<file path="src/hw/ahbMatrix_config.svh">
`ifndef AHB_MATRIX_CONFIG_SVH
`define AHB_MATRIX_CONFIG_SVH

// bus widths
`define AHB_ADDR_WIDTH      32
`define AHB_DATA_WIDTH      32

`define AHB_DEVICE_COUNT    2       // RAM and GPIO

// ----------------------------------------
// address windows on physical address bits
// ----------------------------------------

// RAM, 64 MB at 0x0000_0000, matched on bits 28..26
`define RAM_ADDR_MATCH      3'h0

// GPIO, 4 MB at 0x1F80_0000, matched on bits 28..22
`define GPIO_ADDR_MATCH     7'h7e

// ----------------------------------------
// subordinate sizes
// ----------------------------------------
`define RAM_ADDR_WIDTH      10      // 1024 words, repeats inside the window

`define GPIO_N_RED_LEDS     18
`define GPIO_N_GREEN_LEDS   8
`define GPIO_N_SWITCHES     18
`define GPIO_N_BUTTONS      4
`define GPIO_HEX_WIDTH      32      // eight digits of four bits

`endif

</file>
<file path="src/hw/ahbPkg.sv">
`include "ahbMatrix_config.svh"

package ahbPkg;

    typedef logic [`AHB_ADDR_WIDTH-1:0] addrT;
    typedef logic [`AHB_DATA_WIDTH-1:0] dataT;

    // HTRANS encoding
    typedef enum logic [1:0] {
        IDLE   = 2'b00,
        BUSY   = 2'b01,
        NONSEQ = 2'b10,
        SEQ    = 2'b11
    } htransT;

    // HSIZE, only up to the bus width
    typedef enum logic [2:0] {
        BYTE = 3'b000,
        HALF = 3'b001,
        WORD = 3'b010
    } hsizeT;

    typedef enum logic {
        OKAY  = 1'b0,
        ERROR = 1'b1
    } hrespT;

    // ----------------------------------------
    // pipeline stages and subordinate response
    // ----------------------------------------
    typedef struct packed {
        addrT   addr;
        htransT trans;
        hsizeT  size;
        logic   write;
    } ahbAddrPhaseT;

    typedef struct packed {
        logic                      valid;     // accepted transfer in data phase
        logic                      write;
        logic [`AHB_ADDR_WIDTH-3:0] wordAddr;
        logic [3:0]                byteMask;  // lane 0 holds the lowest address
    } ahbDataPhaseT;

    typedef struct packed {
        dataT  rdata;
        logic  readyOut;
        hrespT resp;
    } ahbRespT;

endpackage

</file>
<file path="src/hw/memMapPkg.sv">
`include "ahbMatrix_config.svh"

package memMapPkg;

    localparam int DEV_IDX_W = $clog2(`AHB_DEVICE_COUNT);

    // bit position of each subordinate in the select vector
    typedef enum logic [DEV_IDX_W-1:0] {
        DEV_RAM  = 0,
        DEV_GPIO = 1
    } devIdxT;

    typedef logic [`AHB_DEVICE_COUNT-1:0] devSelT;   // one-hot, zero means unmapped

    // ----------------------------------------
    // GPIO pins
    // ----------------------------------------
    typedef struct packed {
        logic [`GPIO_N_SWITCHES-1:0] switches;
        logic [`GPIO_N_BUTTONS-1:0]  buttons;
    } gpioInT;

    typedef struct packed {
        logic [`GPIO_N_RED_LEDS-1:0]   redLeds;
        logic [`GPIO_N_GREEN_LEDS-1:0] greenLeds;
        logic [`GPIO_HEX_WIDTH-1:0]    hex;
    } gpioOutT;

    // register word offsets inside the GPIO window
    localparam int GPIO_REG_W = 3;

    localparam logic [GPIO_REG_W-1:0] REG_RED      = 3'd0;
    localparam logic [GPIO_REG_W-1:0] REG_GREEN    = 3'd1;
    localparam logic [GPIO_REG_W-1:0] REG_HEX      = 3'd2;
    localparam logic [GPIO_REG_W-1:0] REG_SWITCHES = 3'd3;
    localparam logic [GPIO_REG_W-1:0] REG_BUTTONS  = 3'd4;

endpackage

</file>
<file path="src/hw/ahbSlavePort.sv">
`timescale 1ns/10ps

`include "ahbMatrix_config.svh"

module ahbSlavePort
    import ahbPkg::*;
(
    input  logic         HCLK,
    input  logic         HRESETn,
    input  ahbAddrPhaseT addrPhase,
    input  logic         sel,
    input  logic         HREADY,
    output ahbDataPhaseT dataPhase
);

    logic       active;
    logic       accept;
    logic [3:0] byteMask;

    // BUSY and IDLE carry no data phase
    assign active = (addrPhase.trans == NONSEQ) || (addrPhase.trans == SEQ);
    assign accept = sel && active && HREADY;

    // ----------------------------------------
    // little-endian lane enables
    // ----------------------------------------
    always_comb begin
        case (addrPhase.size)
            BYTE:    byteMask = 4'b0001 << addrPhase.addr[1:0];
            HALF:    byteMask = addrPhase.addr[1] ? 4'b1100 : 4'b0011;
            default: byteMask = 4'b1111;   // word, wider sizes not supported
        endcase
    end

    // ----------------------------------------
    // data-phase register
    // ----------------------------------------

    // holds while HREADY is low, so the subordinate sees a stable transfer
    always_ff @(posedge HCLK) begin
        if (!HRESETn) begin
            dataPhase <= '0;
        end else if (HREADY) begin
            dataPhase.valid <= accept;
            if (accept) begin
                dataPhase.write    <= addrPhase.write;
                dataPhase.wordAddr <= addrPhase.addr[`AHB_ADDR_WIDTH-1:2];
                dataPhase.byteMask <= byteMask;
            end
        end
    end

endmodule

</file>
<file path="src/hw/ahbGpio.sv">
`timescale 1ns/10ps

`include "ahbMatrix_config.svh"

module ahbGpio
    import ahbPkg::*;
    import memMapPkg::*;
(
    input  logic         HCLK,
    input  logic         HRESETn,
    input  ahbAddrPhaseT addrPhase,
    input  logic         sel,
    input  logic         HREADY,
    input  dataT         HWDATA,
    input  gpioInT       ioIn,
    output gpioOutT      ioOut,
    output ahbRespT      resp
);

    ahbDataPhaseT          dataPhase;
    gpioOutT               outReg;
    gpioInT                inMeta;      // first synchroniser stage
    gpioInT                inSync;
    logic [GPIO_REG_W-1:0] regOfs;
    logic                  writeNow;
    dataT                  laneMask;
    dataT                  redNext;
    dataT                  greenNext;
    dataT                  hexNext;
    dataT                  rdataMux;

    ahbSlavePort port (
        .HCLK      (HCLK),
        .HRESETn   (HRESETn),
        .addrPhase (addrPhase),
        .sel       (sel),
        .HREADY    (HREADY),
        .dataPhase (dataPhase)
    );

    assign regOfs   = dataPhase.wordAddr[GPIO_REG_W-1:0];
    assign writeNow = dataPhase.valid && dataPhase.write && HREADY;

    // merge written lanes into the current register value
    always_comb begin
        for (int i = 0; i < 4; i++) begin
            laneMask[i*8 +: 8] = {8{dataPhase.byteMask[i]}};
        end
        redNext   = (dataT'(outReg.redLeds) & ~laneMask) | (HWDATA & laneMask);
        greenNext = (dataT'(outReg.greenLeds) & ~laneMask) | (HWDATA & laneMask);
        hexNext   = (dataT'(outReg.hex) & ~laneMask) | (HWDATA & laneMask);
    end

    // ----------------------------------------
    // output registers and input sync
    // ----------------------------------------
    always_ff @(posedge HCLK) begin
        if (!HRESETn) begin
            outReg <= '0;
            inMeta <= '0;
            inSync <= '0;
        end else begin
            inMeta <= ioIn;
            inSync <= inMeta;
            if (writeNow) begin
                case (regOfs)   // switches, buttons and unknown offsets drop the write
                    REG_RED:   outReg.redLeds   <= redNext[`GPIO_N_RED_LEDS-1:0];
                    REG_GREEN: outReg.greenLeds <= greenNext[`GPIO_N_GREEN_LEDS-1:0];
                    REG_HEX:   outReg.hex       <= hexNext[`GPIO_HEX_WIDTH-1:0];
                    default:   ;
                endcase
            end
        end
    end

    // word read-back, zero for unknown offsets
    always_comb begin
        case (regOfs)
            REG_RED:      rdataMux = dataT'(outReg.redLeds);
            REG_GREEN:    rdataMux = dataT'(outReg.greenLeds);
            REG_HEX:      rdataMux = dataT'(outReg.hex);
            REG_SWITCHES: rdataMux = dataT'(inSync.switches);
            REG_BUTTONS:  rdataMux = dataT'(inSync.buttons);
            default:      rdataMux = '0;
        endcase
    end

    assign ioOut = outReg;
    assign resp  = '{rdata: rdataMux, readyOut: 1'b1, resp: OKAY};   // no wait states

endmodule

</file>
<file path="config.mk">
export PLATFORM = sky130hd
export DESIGN_NAME = ahbGpio
export DESIGN_NICKNAME = d
export VERILOG_FILES = /design/src/hw/ahbPkg.sv /design/src/hw/memMapPkg.sv /design/src/hw/ahbSlavePort.sv /design/src/hw/ahbGpio.sv
export VERILOG_INCLUDE_DIRS = /design/src /design/src/hw
export SDC_FILE = /design/constraint.sdc
export NUM_CORES = 1
export LEC_CHECK = 0
export ABC_AREA = 1
export BUFFER_PORTS_ARGS = -buffer_cell sky130_fd_sc_hd__buf_2
export CAP_MARGIN = 40
export CORE_AREA = 2 2 106 108
export DETAILED_ROUTE_END_ITERATION = 8
export DIE_AREA = 0 0 108 110
export PLACE_DENSITY = 0.93
export SLEW_MARGIN = 20
export SYNTH_ARGS = -nofsm -noshare
export SYNTH_HDL_FRONTEND = slang
export SYNTH_HIERARCHICAL = 1
export SYNTH_SLANG_ARGS = --single-unit
</file>
<file path="constraint.sdc">
create_clock -name HCLK -period 2.3 [get_ports HCLK]
set_input_delay 0.69 -clock HCLK [delete_from_list [all_inputs] [get_ports HCLK]]
set_output_delay 0.69 -clock HCLK [all_outputs]
set_load 0.005 [all_outputs]
</file>
==> metrics.cfg, run 1 <==
[sta]
relSlewSlack = 0.6662
setup_repair_after_global_routing_missed_its_margin = true
timing.final.max_slew_violations = 0
max_freq_ghz = 0.4316
final_period_minus_worst_setup_slack_ps = 2317
worst_pin_slew_ps = 500.0
setup_viol_count_final = 2
number_of_hold_violations_in_the_final_report = 0
final.period_utilization = 1.007
setup-tns-final_ps = -24.21
finClkSkew_ps = 30.73
final_critical_path_setup_slack_ps = -16.98

[die]
core_region_area_sq_um = 10700
rows = 38
chipHeight_um = 110
design.portCount = 188
initial_core_util = 0.4502
die_area_sq_um = 11880
die-width_um = 108

[global_route]
grt_first_pass_wirelength_mm = 18.69
first_global_vias = 4053
grt_max_degree = 48
gr-total-overflow = 0
groute.usage.overall = 0.1995
antenna_found_initial = 0

[clock_network]
cts_max_path_buffers = 2
cts-hold-fix-buffers = 0
cts.reportedPaths.clkPinSlew_ps = 130
clock-root-buffer = clkbuf_8
clkLatencyLatePin_ps = 370
cts_sinks = 111
cts.htree.levels = 3
tritoncts = built
cts_made_buffers = 9

[finish]
finish.instance_area_sq_um = 6151
synthToLayoutAreaGrowth_pct = 27.72
fin_cells = 1035
drive_above_1_share = 0.2592
fillerInstances = 1014
multi_input_area_sq_um = 1911
seq_area_sq_um = 2233
antenna-diode-count = 0
nNetsFinal = 986

[worst_setup_path]
path_cells = buf_6, nand2_4, nor2_4, buf_6, nand2_1, nand4_1, buf_2
critPathBufInv = 3
critical-path-max-stage-delay_ps = 420
worst_path_max_delay_cell = dfxtp_4
critical-path-top-cell-by-count = buf_6
critical_path.max_fanout = 8
critical_path.top_delay_family = simple AND/OR/NAND/NOR gates
path_class = reg -> out
critical_path_arrival_ps = 1630
cp-start-kind = flip-flop
required_ps = 1610
worstSetupEndpointType = output port

[placed_design]
port_buffers = 157
dp.cells = 1003
dpl-instance-area_sq_um = 5704
dp_worst_setup_slack_ps = 175.9
gp_routability_congestion = 0.8666
post-dp-hpwl_mm = 8.494

[route]
route.vias.total = 4728
drt_iter0_drc = 342
finalWirelength_mm = 12.54
vias_per_cell = 4.568
route.detailed.drc = 0
route.antenna.remaining_nets = 0
wire_per_inst_um = 12.11
first_pass_iters = 7

[run_status]
outcome = finished with violations
violations = negative setup slack

[yosys]
synth_warnings = 6
mappedNetlistNets = 826
synth_area_per_cell_sq_um = 6.597
cell_area_after_synthesis_sq_um = 4816
synthCells = 730

[pwr]
power-per-cell-area_nw_per_um2 = 563.4
leakagePower_nw = 3.451
power.total_mw = 3.466
vdd.ir_drop.worst_v = 0.0004167

[job]
max_cap_viol_count = 0

[worst_hold_path]
worstHoldPathType = reg -> reg

==> worst paths after layout <==
path / start / end / slack (ps) / cells past startpoint
worst max-delay path: port/dataPhase[5] / resp[9] / -20 / 7
worst min-delay path: inMeta[0] / inSync[0] / 410 / 2
worst max register to register: port/dataPhase[5] / flip-flop / 520 / 10
worst min register to register: inMeta[0] / inSync[0] / 410 / 2
==> cell type report <==
type                    instances  share of cell area
inverters                     145             0.09052
flip-flops and latches        111              0.3631
well taps                     140             0.02848
multi-input cells             437              0.3106
clock buffers                   9             0.02014
repair inverters                1            0.001424
clock inverters                 7             0.01485
repair buffers                185              0.1709
==> per-layer routing <==
| metal | vias to the layer above | GRT usage | part of all wire |
|---|---|---|---|
| met3 | 16 | 0.02763 | 0.064 |
| met1 | 2072 | 0.2581 | 0.44 |
| met5 | - | 0 | 0 |
| li1 | 2454 | - | - |
| met4 | 0 | 0.08516 | 0.020 |
| met2 | 186 | 0.3356 | 0.48 |
==> placed cells by master, fill, tap and decap left out <==
cell type,instances
nand2_1,206
nor3_1,1
conb_1,2
inv_8,4
dfxtp_1,108
inv_6,3
nand3_1,60
buf_12,3
inv_1,138
buf_6,4
nand2_2,2
o211ai_1,10
nor2_1,115
nand3_4,1
nor3_4,1
inv_2,5
clkbuf_8,9
clkinv_8,3
nand2_4,3
nand4_1,5
nor2_2,5
buf_4,22
a21oi_1,18
dfxtp_4,3
buf_2,156
nand3_2,4
nor2_4,4
==> power breakdown <==
| group | total [mW] | internal, mW | switching [mW] |
|---|---|---|---|
| Sequential | 1.99 | 1.96 | 0.0229 |
| Clock | 1.21 | 0.450 | 0.759 |
| Combinational | 0.272 | 0.111 | 0.161 |
==> stage by stage <==
step,utilization,hold WS (ps)
after floorplan,-,390.5
after CTS,0.5601,415.1
final,0.5750,413.9
after detailed placement,0.5332,397.9
after global placement,0.5332,395.5
after global routing,0.5750,426.1
==> worst min-delay path, cell delays in order, from the launching register on <==
cell     delay [ps]
dfxtp_1         320
nand2_1          50
inv_1            30
==> repair_timing <==
item	4_1_cts	5_1_grt
pin swaps	1	8
gates cloned	1	1
setup buffers	4	10
endpoints found under the setup margin	29	28
resized for setup	16	16
Note: power is estimated with default switching activity, not from simulation.
==> run 2, diff against run 1 <==
RECOVER_POWER = 100   (was unset)
==> metrics.cfg, run 2 (same netlist as run 1, synthesis figures left out) <==
[finish]
synthToLayoutAreaGrowth_pct = 26.60
fin_cells = 1035
antenna-diode-count = 0
mostFrequentLayoutCells = nand2_1 (206), inv_1 (138), buf_2 (120), nor2_1 (115), dfxtp_1 (108)
mostFrequentLayoutCell = nand2_1
nNetsFinal = 986
finish.instance_area_sq_um = 6097
drive_above_1_share = 0.2179

[global_route]
grt_first_pass_wirelength_mm = 18.69
antenna_found_initial = 0
groute.usage.overall = 0.1995
grt_max_degree = 48
gr-total-overflow = 0
first_global_vias = 4053

[placed_design]
gp_routability_congestion = 0.8666
post-dp-hpwl_mm = 8.494
dpl-instance-area_sq_um = 5704
port_buffers = 157
dp.cells = 1003

[pwr]
seq_power_share = 0.573
vdd.ir_drop.worst_v = 0.0004180
power-per-cell-area_nw_per_um2 = 568.1
p_sw_mw = 0.9420
leakagePower_nw = 3.287
clockPowerShare = 0.349
internal_power_mw = 2.522
p_sw_frac = 0.2720
power.share.combinational = 0.078

[sta]
number_of_hold_violations_in_the_final_report = 0
timing.final.max_slew_violations = 0
final_critical_path_setup_slack_ps = -6.370
finClkSkew_ps = 28.41
setup-tns-final_ps = -6.370
setup_repair_after_global_routing_missed_its_margin = true
max_freq_ghz = 0.4336
final.period_utilization = 1.003
final_period_minus_worst_setup_slack_ps = 2306
relSlewSlack = 0.06280
setup_viol_count_final = 1
worst_hold_check_slack_ps = 412.9
worst_pin_slew_ps = 1406

[clock_network]
clock-root-buffer = clkbuf_8
cts-hold-fix-buffers = 0
cts_sinks = 111
cts_max_path_buffers = 2
tritoncts = built
cts_made_buffers = 9
cts.reportedPaths.clkPinSlew_ps = 130
cts.htree.levels = 3
clkLatencyLatePin_ps = 370

[worst_setup_path]
r2r.worst_path.cells = 10
required_ps = 1610
r2r_slack_ps = 530
critical_path.max_fanout = 8
regToRegStartpoint = port/dataPhase[5]
critical_path_arrival_ps = 1620
worstSetupEndpointType = output port
cp-start-kind = flip-flop
path_class = reg -> out

[route]
vias_per_cell = 4.622
route.antenna.remaining_nets = 0
route.detailed.drc = 0
finalWirelength_mm = 12.64
route.vias.total = 4784
drt_iter0_drc = 416
first_pass_iters = 5
wire_per_inst_um = 12.21

[run_status]
outcome = finished with violations
violations = negative setup slack

[worst_hold_path]
holdCritStartpoint = inMeta[0]
worst_hold_path.endpoint = inSync[0]
worstHoldPathType = reg -> reg
whs_path_depth = 2

[die]
core_region_area_sq_um = 10700
die_area_sq_um = 11880
rows = 38
die-width_um = 108
initial_core_util = 0.4502
design.portCount = 188
chipHeight_um = 110

[job]
max_cap_viol_count = 0

run 2: how the worst max path moves through the flow:
stage / startpoint / endpoint / depth (start not counted) / slack [ps]
3_3_place_gp: port/dataPhase[6] / resp[5] / 8 / 210
6_report: port/dataPhase[5] / resp[9] / 7 / -6
5_1_grt: port/dataPhase[5] / resp[9] / 7 / -80
3_5_place_dp: port/dataPhase[6] / resp[4] / 8 / 180
2_1_floorplan: port/dataPhase[4] / resp[10] / 5 / 470
4_1_cts: port/dataPhase[5] / resp[4] / 8 / 3
run 2: critical path: stages, from the launching register on:
cell	delay, ps
dfxtp_4	420
buf_6	120
nand2_4	50
nor2_4	230
buf_6	160
nand2_1	50
nand4_1	100
buf_2	120
run 2: layout make-up:
type | count | area (sq um)
timing repair buffer | 185 | 997.2
clock inverter | 7 | 91.34
tap | 140 | 175.2
inverter | 145 | 556.8
multi-input combinational | 437 | 1911
clock buffer | 9 | 123.9
sequential | 111 | 2233
timing repair inverter | 1 | 8.758
fill | 1032 | 4601
run 2: per-layer routing:
| metal | share of wire | vias to the layer above | track usage |
|---|---|---|---|
| li1 | - | 2458 | - |
| met1 | 0.44 | 2104 | 0.2581 |
| met2 | 0.47 | 203 | 0.3356 |
| met3 | 0.068 | 19 | 0.02763 |
| met4 | 0.020 | 0 | 0.08516 |
| met5 | 0 | - | 0 |
run 2: timing repair:
item / CTS / global route
setup endpoints to repair: 29 / 28
resized for setup: 16 / 16
gates cloned: 1 / 1
setup buffers: 4 / 10
pin swaps: 1 / 8
run 2: power groups by stage:
stage | Sequential (mW) | Clock, mW | Combinational, mW
2_1_floorplan | 2.02 | 0 | 0.149
3_3_place_gp | 2.03 | 0 | 0.230
3_5_place_dp | 2.03 | 0 | 0.233
4_1_cts | 1.98 | 1.23 | 0.247
5_1_grt | 1.99 | 1.33 | 0.305
6_report | 1.99 | 1.21 | 0.271
run 2: stage by stage:
stage / worst slack, ps / power, mW / utilization
finish: -6.370 / 3.464 / 0.5699
global route: -75.44 / 3.628 / 0.5699
CTS: 2.617 / 3.464 / 0.5601
detailed placement: 175.9 / 2.264 / 0.5332
global placement: 211.2 / 2.259 / 0.5332
floorplan: 470.3 / 2.170 / -
