## config.mk

```make
export PLATFORM = sky130hd
export DESIGN_NAME = ahbInterconnect
export DESIGN_NICKNAME = d
export VERILOG_FILES = /design/src/hw/ahbPkg.sv /design/src/hw/memMapPkg.sv /design/src/hw/ahbInterconnect.sv
export VERILOG_INCLUDE_DIRS = /design/src /design/src/hw
export SDC_FILE = /design/constraint.sdc
export NUM_CORES = 1
export LEC_CHECK = 0
export BUFFER_PORTS_ARGS = -buffer_cell sky130_fd_sc_hd__clkbuf_2
export CAP_MARGIN = 30
export CORE_AREA = 2 2 55 57
export CTS_CLUSTER_DIAMETER = 30
export CTS_CLUSTER_SIZE = 8
export DETAILED_ROUTE_END_ITERATION = 10
export DIE_AREA = 0 0 57 59
export PLACE_DENSITY_LB_ADDON = 0.08
export SLEW_MARGIN = 20
export SYNTH_ARGS = -nofsm -noshare
export SYNTH_HDL_FRONTEND = slang
export SYNTH_SLANG_ARGS = --single-unit
```

## constraint.sdc

```tcl
create_clock -name HCLK -period 3 [get_ports HCLK]
set_input_delay 0.45 -clock HCLK [delete_from_list [all_inputs] [get_ports HCLK]]
set_output_delay 0.45 -clock HCLK [all_outputs]
set_load 0.005 [all_outputs]
```

## src/hw/ahbMatrix_config.svh

```systemverilog
`ifndef AHB_MATRIX_CONFIG_SVH
`define AHB_MATRIX_CONFIG_SVH

// bus widths
`define AHB_ADDR_WIDTH      32
`define AHB_DATA_WIDTH      32

`define AHB_DEVICE_COUNT    2       // RAM and GPIO

// ----------------------------------------
// address windows on physical address bits
// ----------------------------------------

// RAM, 64 MB at 0x0000_0000, matched on bits 28..26
`define RAM_ADDR_MATCH      3'h0

// GPIO, 4 MB at 0x1F80_0000, matched on bits 28..22
`define GPIO_ADDR_MATCH     7'h7e

// ----------------------------------------
// subordinate sizes
// ----------------------------------------
`define RAM_ADDR_WIDTH      10      // 1024 words, repeats inside the window

`define GPIO_N_RED_LEDS     18
`define GPIO_N_GREEN_LEDS   8
`define GPIO_N_SWITCHES     18
`define GPIO_N_BUTTONS      4
`define GPIO_HEX_WIDTH      32      // eight digits of four bits

`endif

```

## src/hw/ahbPkg.sv

```systemverilog
`include "ahbMatrix_config.svh"

package ahbPkg;

    typedef logic [`AHB_ADDR_WIDTH-1:0] addrT;
    typedef logic [`AHB_DATA_WIDTH-1:0] dataT;

    // HTRANS encoding
    typedef enum logic [1:0] {
        IDLE   = 2'b00,
        BUSY   = 2'b01,
        NONSEQ = 2'b10,
        SEQ    = 2'b11
    } htransT;

    // HSIZE, only up to the bus width
    typedef enum logic [2:0] {
        BYTE = 3'b000,
        HALF = 3'b001,
        WORD = 3'b010
    } hsizeT;

    typedef enum logic {
        OKAY  = 1'b0,
        ERROR = 1'b1
    } hrespT;

    // ----------------------------------------
    // pipeline stages and subordinate response
    // ----------------------------------------
    typedef struct packed {
        addrT   addr;
        htransT trans;
        hsizeT  size;
        logic   write;
    } ahbAddrPhaseT;

    typedef struct packed {
        logic                      valid;     // accepted transfer in data phase
        logic                      write;
        logic [`AHB_ADDR_WIDTH-3:0] wordAddr;
        logic [3:0]                byteMask;  // lane 0 holds the lowest address
    } ahbDataPhaseT;

    typedef struct packed {
        dataT  rdata;
        logic  readyOut;
        hrespT resp;
    } ahbRespT;

endpackage

```

## src/hw/memMapPkg.sv

```systemverilog
`include "ahbMatrix_config.svh"

package memMapPkg;

    localparam int DEV_IDX_W = $clog2(`AHB_DEVICE_COUNT);

    // bit position of each subordinate in the select vector
    typedef enum logic [DEV_IDX_W-1:0] {
        DEV_RAM  = 0,
        DEV_GPIO = 1
    } devIdxT;

    typedef logic [`AHB_DEVICE_COUNT-1:0] devSelT;   // one-hot, zero means unmapped

    // ----------------------------------------
    // GPIO pins
    // ----------------------------------------
    typedef struct packed {
        logic [`GPIO_N_SWITCHES-1:0] switches;
        logic [`GPIO_N_BUTTONS-1:0]  buttons;
    } gpioInT;

    typedef struct packed {
        logic [`GPIO_N_RED_LEDS-1:0]   redLeds;
        logic [`GPIO_N_GREEN_LEDS-1:0] greenLeds;
        logic [`GPIO_HEX_WIDTH-1:0]    hex;
    } gpioOutT;

    // register word offsets inside the GPIO window
    localparam int GPIO_REG_W = 3;

    localparam logic [GPIO_REG_W-1:0] REG_RED      = 3'd0;
    localparam logic [GPIO_REG_W-1:0] REG_GREEN    = 3'd1;
    localparam logic [GPIO_REG_W-1:0] REG_HEX      = 3'd2;
    localparam logic [GPIO_REG_W-1:0] REG_SWITCHES = 3'd3;
    localparam logic [GPIO_REG_W-1:0] REG_BUTTONS  = 3'd4;

endpackage

```

## src/hw/ahbInterconnect.sv

```systemverilog
`timescale 1ns/10ps

`include "ahbMatrix_config.svh"

module ahbInterconnect
    import ahbPkg::*;
    import memMapPkg::*;
(
    input  logic         HCLK,
    input  logic         HRESETn,
    input  ahbAddrPhaseT addrPhase,
    output devSelT       sel,
    input  ahbRespT      ramResp,
    input  ahbRespT      gpioResp,
    output logic         HREADY,
    output dataT         HRDATA,
    output hrespT        HRESP
);

    devSelT dataSel;   // owner of the transfer now in data phase

    // ----------------------------------------
    // address decode
    // ----------------------------------------

    // the upper three bits are the segment, so kseg0/kseg1 alias to physical
    always_comb begin
        sel = '0;
        sel[DEV_RAM]  = (addrPhase.addr[28:26] == `RAM_ADDR_MATCH);
        sel[DEV_GPIO] = (addrPhase.addr[28:22] == `GPIO_ADDR_MATCH);
    end

    // ----------------------------------------
    // data-phase select
    // ----------------------------------------

    // advances only when the current data phase completes
    always_ff @(posedge HCLK) begin
        if (!HRESETn) begin
            dataSel <= '0;
        end else if (HREADY) begin
            dataSel <= sel;
        end
    end

    // any subordinate may stretch the shared data phase
    assign HREADY = ramResp.readyOut & gpioResp.readyOut;

    // ----------------------------------------
    // response multiplexer
    // ----------------------------------------
    always_comb begin
        if (dataSel[DEV_RAM]) begin
            HRDATA = ramResp.rdata;
            HRESP  = ramResp.resp;
        end else if (dataSel[DEV_GPIO]) begin
            HRDATA = gpioResp.rdata;
            HRESP  = gpioResp.resp;
        end else begin
            // unmapped: reads as zero, never an error
            HRDATA = '0;
            HRESP  = OKAY;
        end
    end

endmodule

```

==> impl_metrics.yaml, run 1 <==
final_layout:
  largest_reg_flops: 2
  utilization: 0.383
  final_nets: 273
  largest_register: "dataSel"
  top_regs: "dataSel: 2 flops"
  drive_gt1_frac: 0.730
  fillCellCount: 298
  syn_to_final_growth_pct: 116
  instances_no_fill: 194
  insertedDiodeCount: 0
placed_design:
  dp.cells: 191
  pre_cts_ws_ns: 1.29
  port_buffers: 112
  dpl.hpwl_um: 1910
  finalWeightedCongestion: 0.676
global_routing:
  grt_start_max_net_pins: 35
  antenna_found_initial: 0
  grt_pass1_wl_um: 3280
  track_usage: 0.119
  grt_overflow_total: 0
  first_global_vias: 830
routing:
  first_pass_iters: 3
  vias: 886
  wirelength_um: 2240
  remaining_drc_errors: 0
  drtAntennaViolNets: 0
  drt_first_iter_violations: 29
  vias_per_cell: 4.57
  wire_per_inst_um: 11.6
timing:
  tns_ns: 0
  setup_viol_count_final: 0
  hold-worst-slack_ns: 0.482
  setup_ws_ns: 1.08
  finalCritPeriodShare: 0.641
  hold_viol_final: 0
  slew_viol_final: 0
  slew_headroom: 0.544
  worst_slew_pin_slew_ns: 0.683
  fmax_mhz: 520
  final.min_clock_period_ns: 1.92
  finalClockSkew_ns: 0
  rsz0062_at_grt: "no"
worst_setup_path:
  required_ns: 2.55
  cp_top_family: "simple AND/OR/NAND/NOR gates"
  crit_buf_inv: 1
  critPathLaunchType: "flip-flop"
  crit_path_end_kind: "output pin"
  worstSetupPathType: "reg -> out"
  cp_cell_sequence: "nor2b_4 > a22o_1 > clkbuf_2"
  slowest_stage: "nor2b_4"
  timing.rr.start: "dataSel[0]$_SDFFE_PN0P_"
  slowest_delay_ns: 0.59
  worst_ep_arrival_time_ns: 1.47
  crit_fanout: 33
  critPathLaunch: "dataSel[1]$_SDFFE_PN0P_"
logic_synthesis:
  ys_warn_count: 0
  netlist_area_um2: 480
  ys_seq_elements: 2
  yosysSeqAreaShare: 0.0833
  ys_types: 14
  synth_area_per_cell_um2: 8.74
  syn-num-nets: 163
  syn_inst: 55
clock_tree:
  cts_setup_buffers: 0
  clk_pin_slew_worst_paths_ns: 0.03
  clock-root-buffer: "clkbuf_4"
  cts.repair.resized: 0
  clockBufferDepth: 2
  numCtsBuffers: 3
  cts_tree: "done"
  ctsHtreeMaxLevel: 1
  numClockSinks: 2
  holdBufCountCts: 0
  clock_latency_ns: 0.22
power_and_ir_drop:
  switching_power_uw: 36.0
  sw_frac_of_total: 0.239
  vdd_drop_max_v: 0.000175
  p_per_area_nw_per_um2: 145
  internal_power_uw: 115
  combPwrFrac: 0.436
  sequentialPowerShare: 0.181
  leakage_uw: 0.000656
  power.share.clock: 0.383
floorplanning:
  die_area_um2: 3360
  start_util: 0.177
  die_w_um: 57
  ios: 144
  rows: 19
  coreArea_um2: 2710
  die_y_um: 59
status:
  outcome: "finished, final reports clean"
worst_hold_path:
  hold_start: "gpioResp[1]"
  hold_class: "in -> reg"
flow_run:
  maxCapViolCount: 0
worst min-delay path: stages:
cell,delay (ns)
clkbuf_2,0.09
nand3_1,0.06
a21boi_1,0.05
power by group through the flow:
stage | Sequential, µW | Combinational [µW] | Clock [µW]
after floorplan | 27.5 | 11.5 | 0
after global placement | 27.6 | 64.6 | 0
after detailed placement | 27.7 | 66.2 | 0
after CTS | 27.3 | 66.5 | 62.2
after global routing | 27.3 | 73.5 | 63.7
final | 27.3 | 65.7 | 57.7
layer usage:
| layer | share of wire | wire [µm] | global-route usage |
|---|---|---|---|
| met1 | 0.33 | 736 | 0.119 |
| met2 | 0.56 | 1260 | 0.241 |
| met3 | 0.11 | 248 | 0.0284 |
| met4 | 0 | 0 | 0.0299 |
| met5 | 0 | 0 | 0 |
final timing paths:
check	end	slack, ns	cells past startpoint
hold / removal	dataSel[0]$_SDFFE_PN0P_	0.48	3
setup / recovery	HRDATA[6]	1.08	3
hold reg to reg	dataSel[1]$_SDFFE_PN0P_	0.58	2
setup reg to reg	dataSel[0]$_SDFFE_PN0P_	2.01	3
cells in the final DEF (no fill, tap or decap):
master and n:
clkbuf_2 112, nor2b_4 1, a21boi_1 1, nand4b_1 1
inv_1 1, a31o_2 1, and3_1 1, clkbuf_4 3
buf_4 1, nor3_2 1, nor2_1 1, a22o_1 33
nand2_1 2, dfxtp_1 2, nand3_1 2
synthesized netlist by cell type:
| cell | number | area, µm² |
|---|---|---|
| buf_2 | 3 | 15.0 |
| a21boi_1 | 1 | 7.51 |
| nand3_1 | 2 | 10.0 |
| a22o_1 | 33 | 289 |
| dfxtp_1 | 2 | 40.0 |
| nand4b_1 | 1 | 8.76 |
| nand2_1 | 2 | 7.51 |
| and3_1 | 1 | 6.26 |
| a31o_2 | 1 | 8.76 |
| inv_1 | 1 | 3.75 |
| nor2_1 | 1 | 3.75 |
| nor3_2 | 1 | 10.0 |
| buf_6 | 5 | 56.3 |
| nor2b_4 | 1 | 13.8 |
through the flow:
| stage | cell area (µm²) | total power (µW) |
|---|---|---|
| after floorplan | 480 | 39.0 |
| after global routing | 1040 | 164 |
| after global placement | 1020 | 92.3 |
| after CTS | 1040 | 156 |
| after detailed placement | 1020 | 93.8 |
| final | 1040 | 151 |
final cells by class:
cell class | count | area, µm² | area share
inverter | 1 | 3.75 | 0.00361
clock buffer | 3 | 22.5 | 0.0217
tap | 31 | 38.8 | 0.0373
timing repair buffer | 113 | 568 | 0.547
sequential | 2 | 40.0 | 0.0386
multi-input combinational | 44 | 365 | 0.352
logic make-up after synthesis:
kind of cell / synth area share
AOI/OAI and AO/OA: 0.635
buffers and inverters: 0.156
DFF: 0.0833
and+or+nand+nor: 0.125
(Power assumes the default switching activity.)
==> run 2, diff against run 1 <==
CORE_AREA = unset   (was 2 2 55 57)
CORE_MARGIN = 2   (was unset)
CORE_UTILIZATION = 17   (was unset)
DIE_AREA = unset   (was 0 0 57 59)
clock period = 1.7 ns   (was 3 ns; I/O delays follow)
==> run 2 against run 1 <==
  * Register-to-register slack got worse by 1.1 ns
  * Final area rose by 0.72%
  * Sequential power is 78% higher
  * Via count grew 0.56%
  * Largest power group unchanged
==> impl_metrics.yaml, run 2 (same netlist as run 1, synthesis figures left out) <==
flow_run:
  maxCapViolCount: 0
final_layout:
  largest_reg_flops: 2
  final_common_cell: "clkbuf_2"
  fillCellCount: 293
  drive_gt1_frac: 0.732
  final_nets: 274
  utilization: 0.386
  mostFrequentLayoutCells: "112 x clkbuf_2, 33 x a22o_1, 3 x clkbuf_4"
  syn_to_final_growth_pct: 118
  insertedDiodeCount: 0
  top_regs: "dataSel: 2 flops"
  largest_register: "dataSel"
power_and_ir_drop:
  vdd_drop_max_v: 0.000287
  combPwrFrac: 0.431
  leakage_uw: 0.000661
  power.share.clock: 0.386
  internal_power_uw: 202
  power.total_uw: 266
  switching_power_uw: 63.7
  sw_frac_of_total: 0.239
  p_per_area_nw_per_um2: 254
  sequentialPowerShare: 0.183
timing:
  slew_viol_final: 0
  rsz0062_at_grt: "no"
  finalCritPeriodShare: 0.935
  worst_slew_pin_slew_ns: 0.311
  fmax_mhz: 629
  hold_viol_final: 0
  setup_viol_count_final: 0
  tns_ns: 0
  setup_ws_ns: 0.110
  slew_headroom: 0.793
  hold-worst-slack_ns: 0.286
  final.min_clock_period_ns: 1.59
  finalClockSkew_ns: 0
clock_tree:
  cts_tree: "done"
  ctsHtreeMaxLevel: 1
  holdBufCountCts: 0
  clock_latency_ns: 0.22
  numCtsBuffers: 3
  clock-root-buffer: "clkbuf_4"
  clk_pin_slew_worst_paths_ns: 0.03
  clockBufferDepth: 2
  numClockSinks: 2
  cts_setup_buffers: 0
  cts.repair.resized: 0
worst_setup_path:
  worst_ep_arrival_time_ns: 1.33
  crit_fanout: 30
  worstSetupPathType: "reg -> out"
  slowest_stage: "dfxtp_1"
  required_ns: 1.44
  slowest_delay_ns: 0.45
  cp_cell_sequence: "buf_4 > a22o_1 > clkbuf_2"
  crit_buf_inv: 2
  cp_top_family: "buffers and inverters"
  crit_path_end_kind: "output pin"
  critPathLaunchType: "flip-flop"
floorplanning:
  die_y_um: 57.2
  start_util: 0.177
  rows: 19
  die_w_um: 57.2
  coreArea_um2: 2710
  die_area_um2: 3270
  ios: 144
placed_design:
  port_buffers: 112
  finalWeightedCongestion: 0.646
  pre_cts_ws_ns: 0.318
  dpl.hpwl_um: 1790
routing:
  wire_per_inst_um: 10.7
  drt_first_iter_violations: 23
  drtAntennaViolNets: 0
  vias_per_cell: 4.57
  vias: 891
  first_pass_iters: 2
  wirelength_um: 2080
  remaining_drc_errors: 0
global_routing:
  first_global_vias: 780
  grt_start_max_net_pins: 34
  antenna_found_initial: 0
  track_usage: 0.110
  grt_overflow_total: 0
  grt_pass1_wl_um: 2970
worst_hold_path:
  hold_class: "in -> reg"
status:
  outcome: "finished, final reports clean"
[run 2: final timing paths]
kind	from	end	slack (ns)	depth (start not counted)
setup / recovery	dataSel[0]$_SDFFE_PN0P_	HRDATA[12]	0.11	3
hold / removal	gpioResp[1]	dataSel[0]$_SDFFE_PN0P_	0.29	3
setup reg to reg	dataSel[1]$_SDFFE_PN0P_	dataSel[1]$_SDFFE_PN0P_	0.95	2
hold reg to reg	dataSel[0]$_SDFFE_PN0P_	dataSel[0]$_SDFFE_PN0P_	0.56	2
[run 2: per-layer routing]
metal	part of all wire	GRT usage	vias to the layer above	wire, µm
li1	-	-	450	-
met1	0.35	0.0993	391	728
met2	0.54	0.235	50	1130
met3	0.11	0.0317	0	230
met4	0	0.0199	0	0
met5	0	0	-	0
[run 2: layout make-up]
cell class,instances,area (µm²),share of cell area
clock buffer,3,22.5,0.0215
inverter,1,3.75,0.00359
multi-input combinational,44,365,0.349
sequential,2,40.0,0.0383
tap,31,38.8,0.0371
timing repair buffer,114,576,0.550
[run 2: worst register-to-register path, delay by kind of cell, from the launching register on]
kind / cells / cell delay, ns
flip-flops: 1 / 0.30
AND/OR/NAND/NOR: 1 / 0.14
AO/OA/AOI/OAI: 1 / 0.20
[run 2: power by group through the flow]
stage | Sequential (µW) | Clock (µW) | Combinational [µW]
after global placement | 49.3 | 0 | 114
after CTS | 48.7 | 109 | 116
final | 48.7 | 103 | 115
after detailed placement | 49.3 | 0 | 116
after global routing | 48.8 | 112 | 129
after floorplan | 48.5 | 0 | 20.4
[run 2: stage by stage]
step | instances | area (µm²)
after global routing | 195 | 1050
after detailed placement | 192 | 1020
after CTS | 195 | 1050
final | 195 | 1050
after global placement | 192 | 1020
after floorplan | 55 | 480
==> run 3, diff against run 2 <==
CTS_BUF_LIST = sky130_fd_sc_hd__clkbuf_8 sky130_fd_sc_hd__clkbuf_16   (was unset)
==> run 3 against run 2 <==
  * Hold slack better by 0.015 ns
  * Final area is 1.8% higher
  * Critical path depth stayed put
  * Clock-buffer cell count stayed put
  * Routed wire length is 0.19% higher
  * Highest routed layer unchanged
==> impl_metrics.yaml, run 3 (same netlist as run 1, synthesis figures left out) <==
floorplanning:
  start_util: 0.177
  coreArea_um2: 2710
  die_area_um2: 3270
  rows: 19
  die_w_um: 57.2
  ios: 144
  die_y_um: 57.2
status:
  outcome: "finished, final reports clean"
timing:
  slew_headroom: 0.793
  worst_slew_pin_slew_ns: 0.311
  hold-worst-slack_ns: 0.301
  setup_viol_count_final: 0
  tns_ns: 0
  hold_viol_final: 0
  finalClockSkew_ns: 0
  rsz0062_at_grt: "no"
  finalCritPeriodShare: 0.927
  fmax_mhz: 635
  final.min_clock_period_ns: 1.58
  slew_viol_final: 0
  setup_ws_ns: 0.125
worst_setup_path:
  crit_path_end_kind: "output pin"
  critPathLaunch: "dataSel[0]$_SDFFE_PN0P_"
  r2r_slack_ns: 0.95
  worstSetupPathType: "reg -> out"
  critPathLaunchType: "flip-flop"
  worst_r2r_endpoint: "dataSel[1]$_SDFFE_PN0P_"
  timing.rr.start: "dataSel[1]$_SDFFE_PN0P_"
  reg2regPathDepth: 2
  crit_fanout: 30
  required_ns: 1.44
  worst_ep_arrival_time_ns: 1.32
routing:
  remaining_drc_errors: 0
  drt_first_iter_violations: 23
  wirelength_um: 2090
  first_pass_iters: 2
  vias: 892
  vias_per_cell: 4.57
  wire_per_inst_um: 10.7
  drtAntennaViolNets: 0
clock_tree:
  clock_latency_ns: 0.21
  cts_setup_buffers: 0
  cts.repair.resized: 0
  holdBufCountCts: 0
  clock-root-buffer: "clkbuf_8"
  ctsHtreeMaxLevel: 1
  cts_tree: "done"
  clockBufferDepth: 2
  clk_pin_slew_worst_paths_ns: 0.03
  numClockSinks: 2
  numCtsBuffers: 3
global_routing:
  antenna_found_initial: 0
  track_usage: 0.110
  grt_overflow_total: 0
  first_global_vias: 780
  grt_pass1_wl_um: 2970
  grt_start_max_net_pins: 34
final_layout:
  multiInputGateArea_um2: 365
  final_nets: 274
  instances_no_fill: 195
  drive_gt1_frac: 0.732
  mostFrequentLayoutCells: "112 x clkbuf_2, 33 x a22o_1, 3 x clkbuf_8"
  largest_register: "dataSel"
  top_regs: "dataSel: 2 flops"
  insertedDiodeCount: 0
  fillCellCount: 289
  seqCellArea_um2: 40.0
  utilization: 0.393
  largest_reg_flops: 2
  final_common_cell: "clkbuf_2"
  syn_to_final_growth_pct: 122
flow_run:
  maxCapViolCount: 0
worst_hold_path:
  whs_path_depth: 3
  hold_class: "in -> reg"
  whs_endpoint: "dataSel[0]$_SDFFE_PN0P_"
  hold_start: "gpioResp[1]"
placed_design:
  finalWeightedCongestion: 0.646
  port_buffers: 112
  dpl.hpwl_um: 1790
  dp.cells: 192
  pre_cts_ws_ns: 0.318
power_and_ir_drop:
  leakage_uw: 0.000669
  vdd_drop_max_v: 0.000481
  p_per_area_nw_per_um2: 325
run 3: how the worst max path moves through the flow:
stage	end	slack, ns	cells past startpoint
finish	HRDATA[12]	0.12	3
global route	HRESP	0.03	3
CTS	HRDATA[12]	0.1	3
detailed placement	HRDATA[12]	0.32	3
global placement	HRDATA[0]	0.33	3
floorplan	HRDATA[0]	0.57	5
run 3: per-layer routing:
layer	routed length [µm]	up-vias	share of wire	GRT usage
met5	0	-	0	0
met4	0	0	0	0.0199
met3	229	0	0.11	0.0317
met2	1130	50	0.54	0.235
met1	733	393	0.35	0.0993
li1	-	449	-	-
run 3: power by group:
| group | switching (µW) | leakage, µW | internal (µW) |
|---|---|---|---|
| Clock | 32.9 | 0.0000216 | 149 |
| Sequential | 0.868 | 0.0000161 | 47.8 |
| Combinational | 37.9 | 0.000631 | 76.9 |
run 3: final cells by class:
class                           count  share of cell area
Clock buffer                        3              0.0388
Sequential cell                     2              0.0376
Multi-Input combinational cell     44               0.343
Inverter                            1             0.00353
Timing Repair Buffer              114               0.541
Tap cell                           31              0.0364
run 3: stage by stage:
| step | area [µm²] | total power, µW |
|---|---|---|
| final | 1060 | 346 |
| after global routing | 1060 | 370 |
| after CTS | 1060 | 353 |
| after detailed placement | 1020 | 165 |
| after global placement | 1020 | 163 |
| after floorplan | 480 | 68.9 |
run 3: critical path, cell delays in order, from the launching register on:
cell      delay, ns
dfxtp_1        0.45
buf_4          0.35
a22o_1         0.20
clkbuf_2       0.11
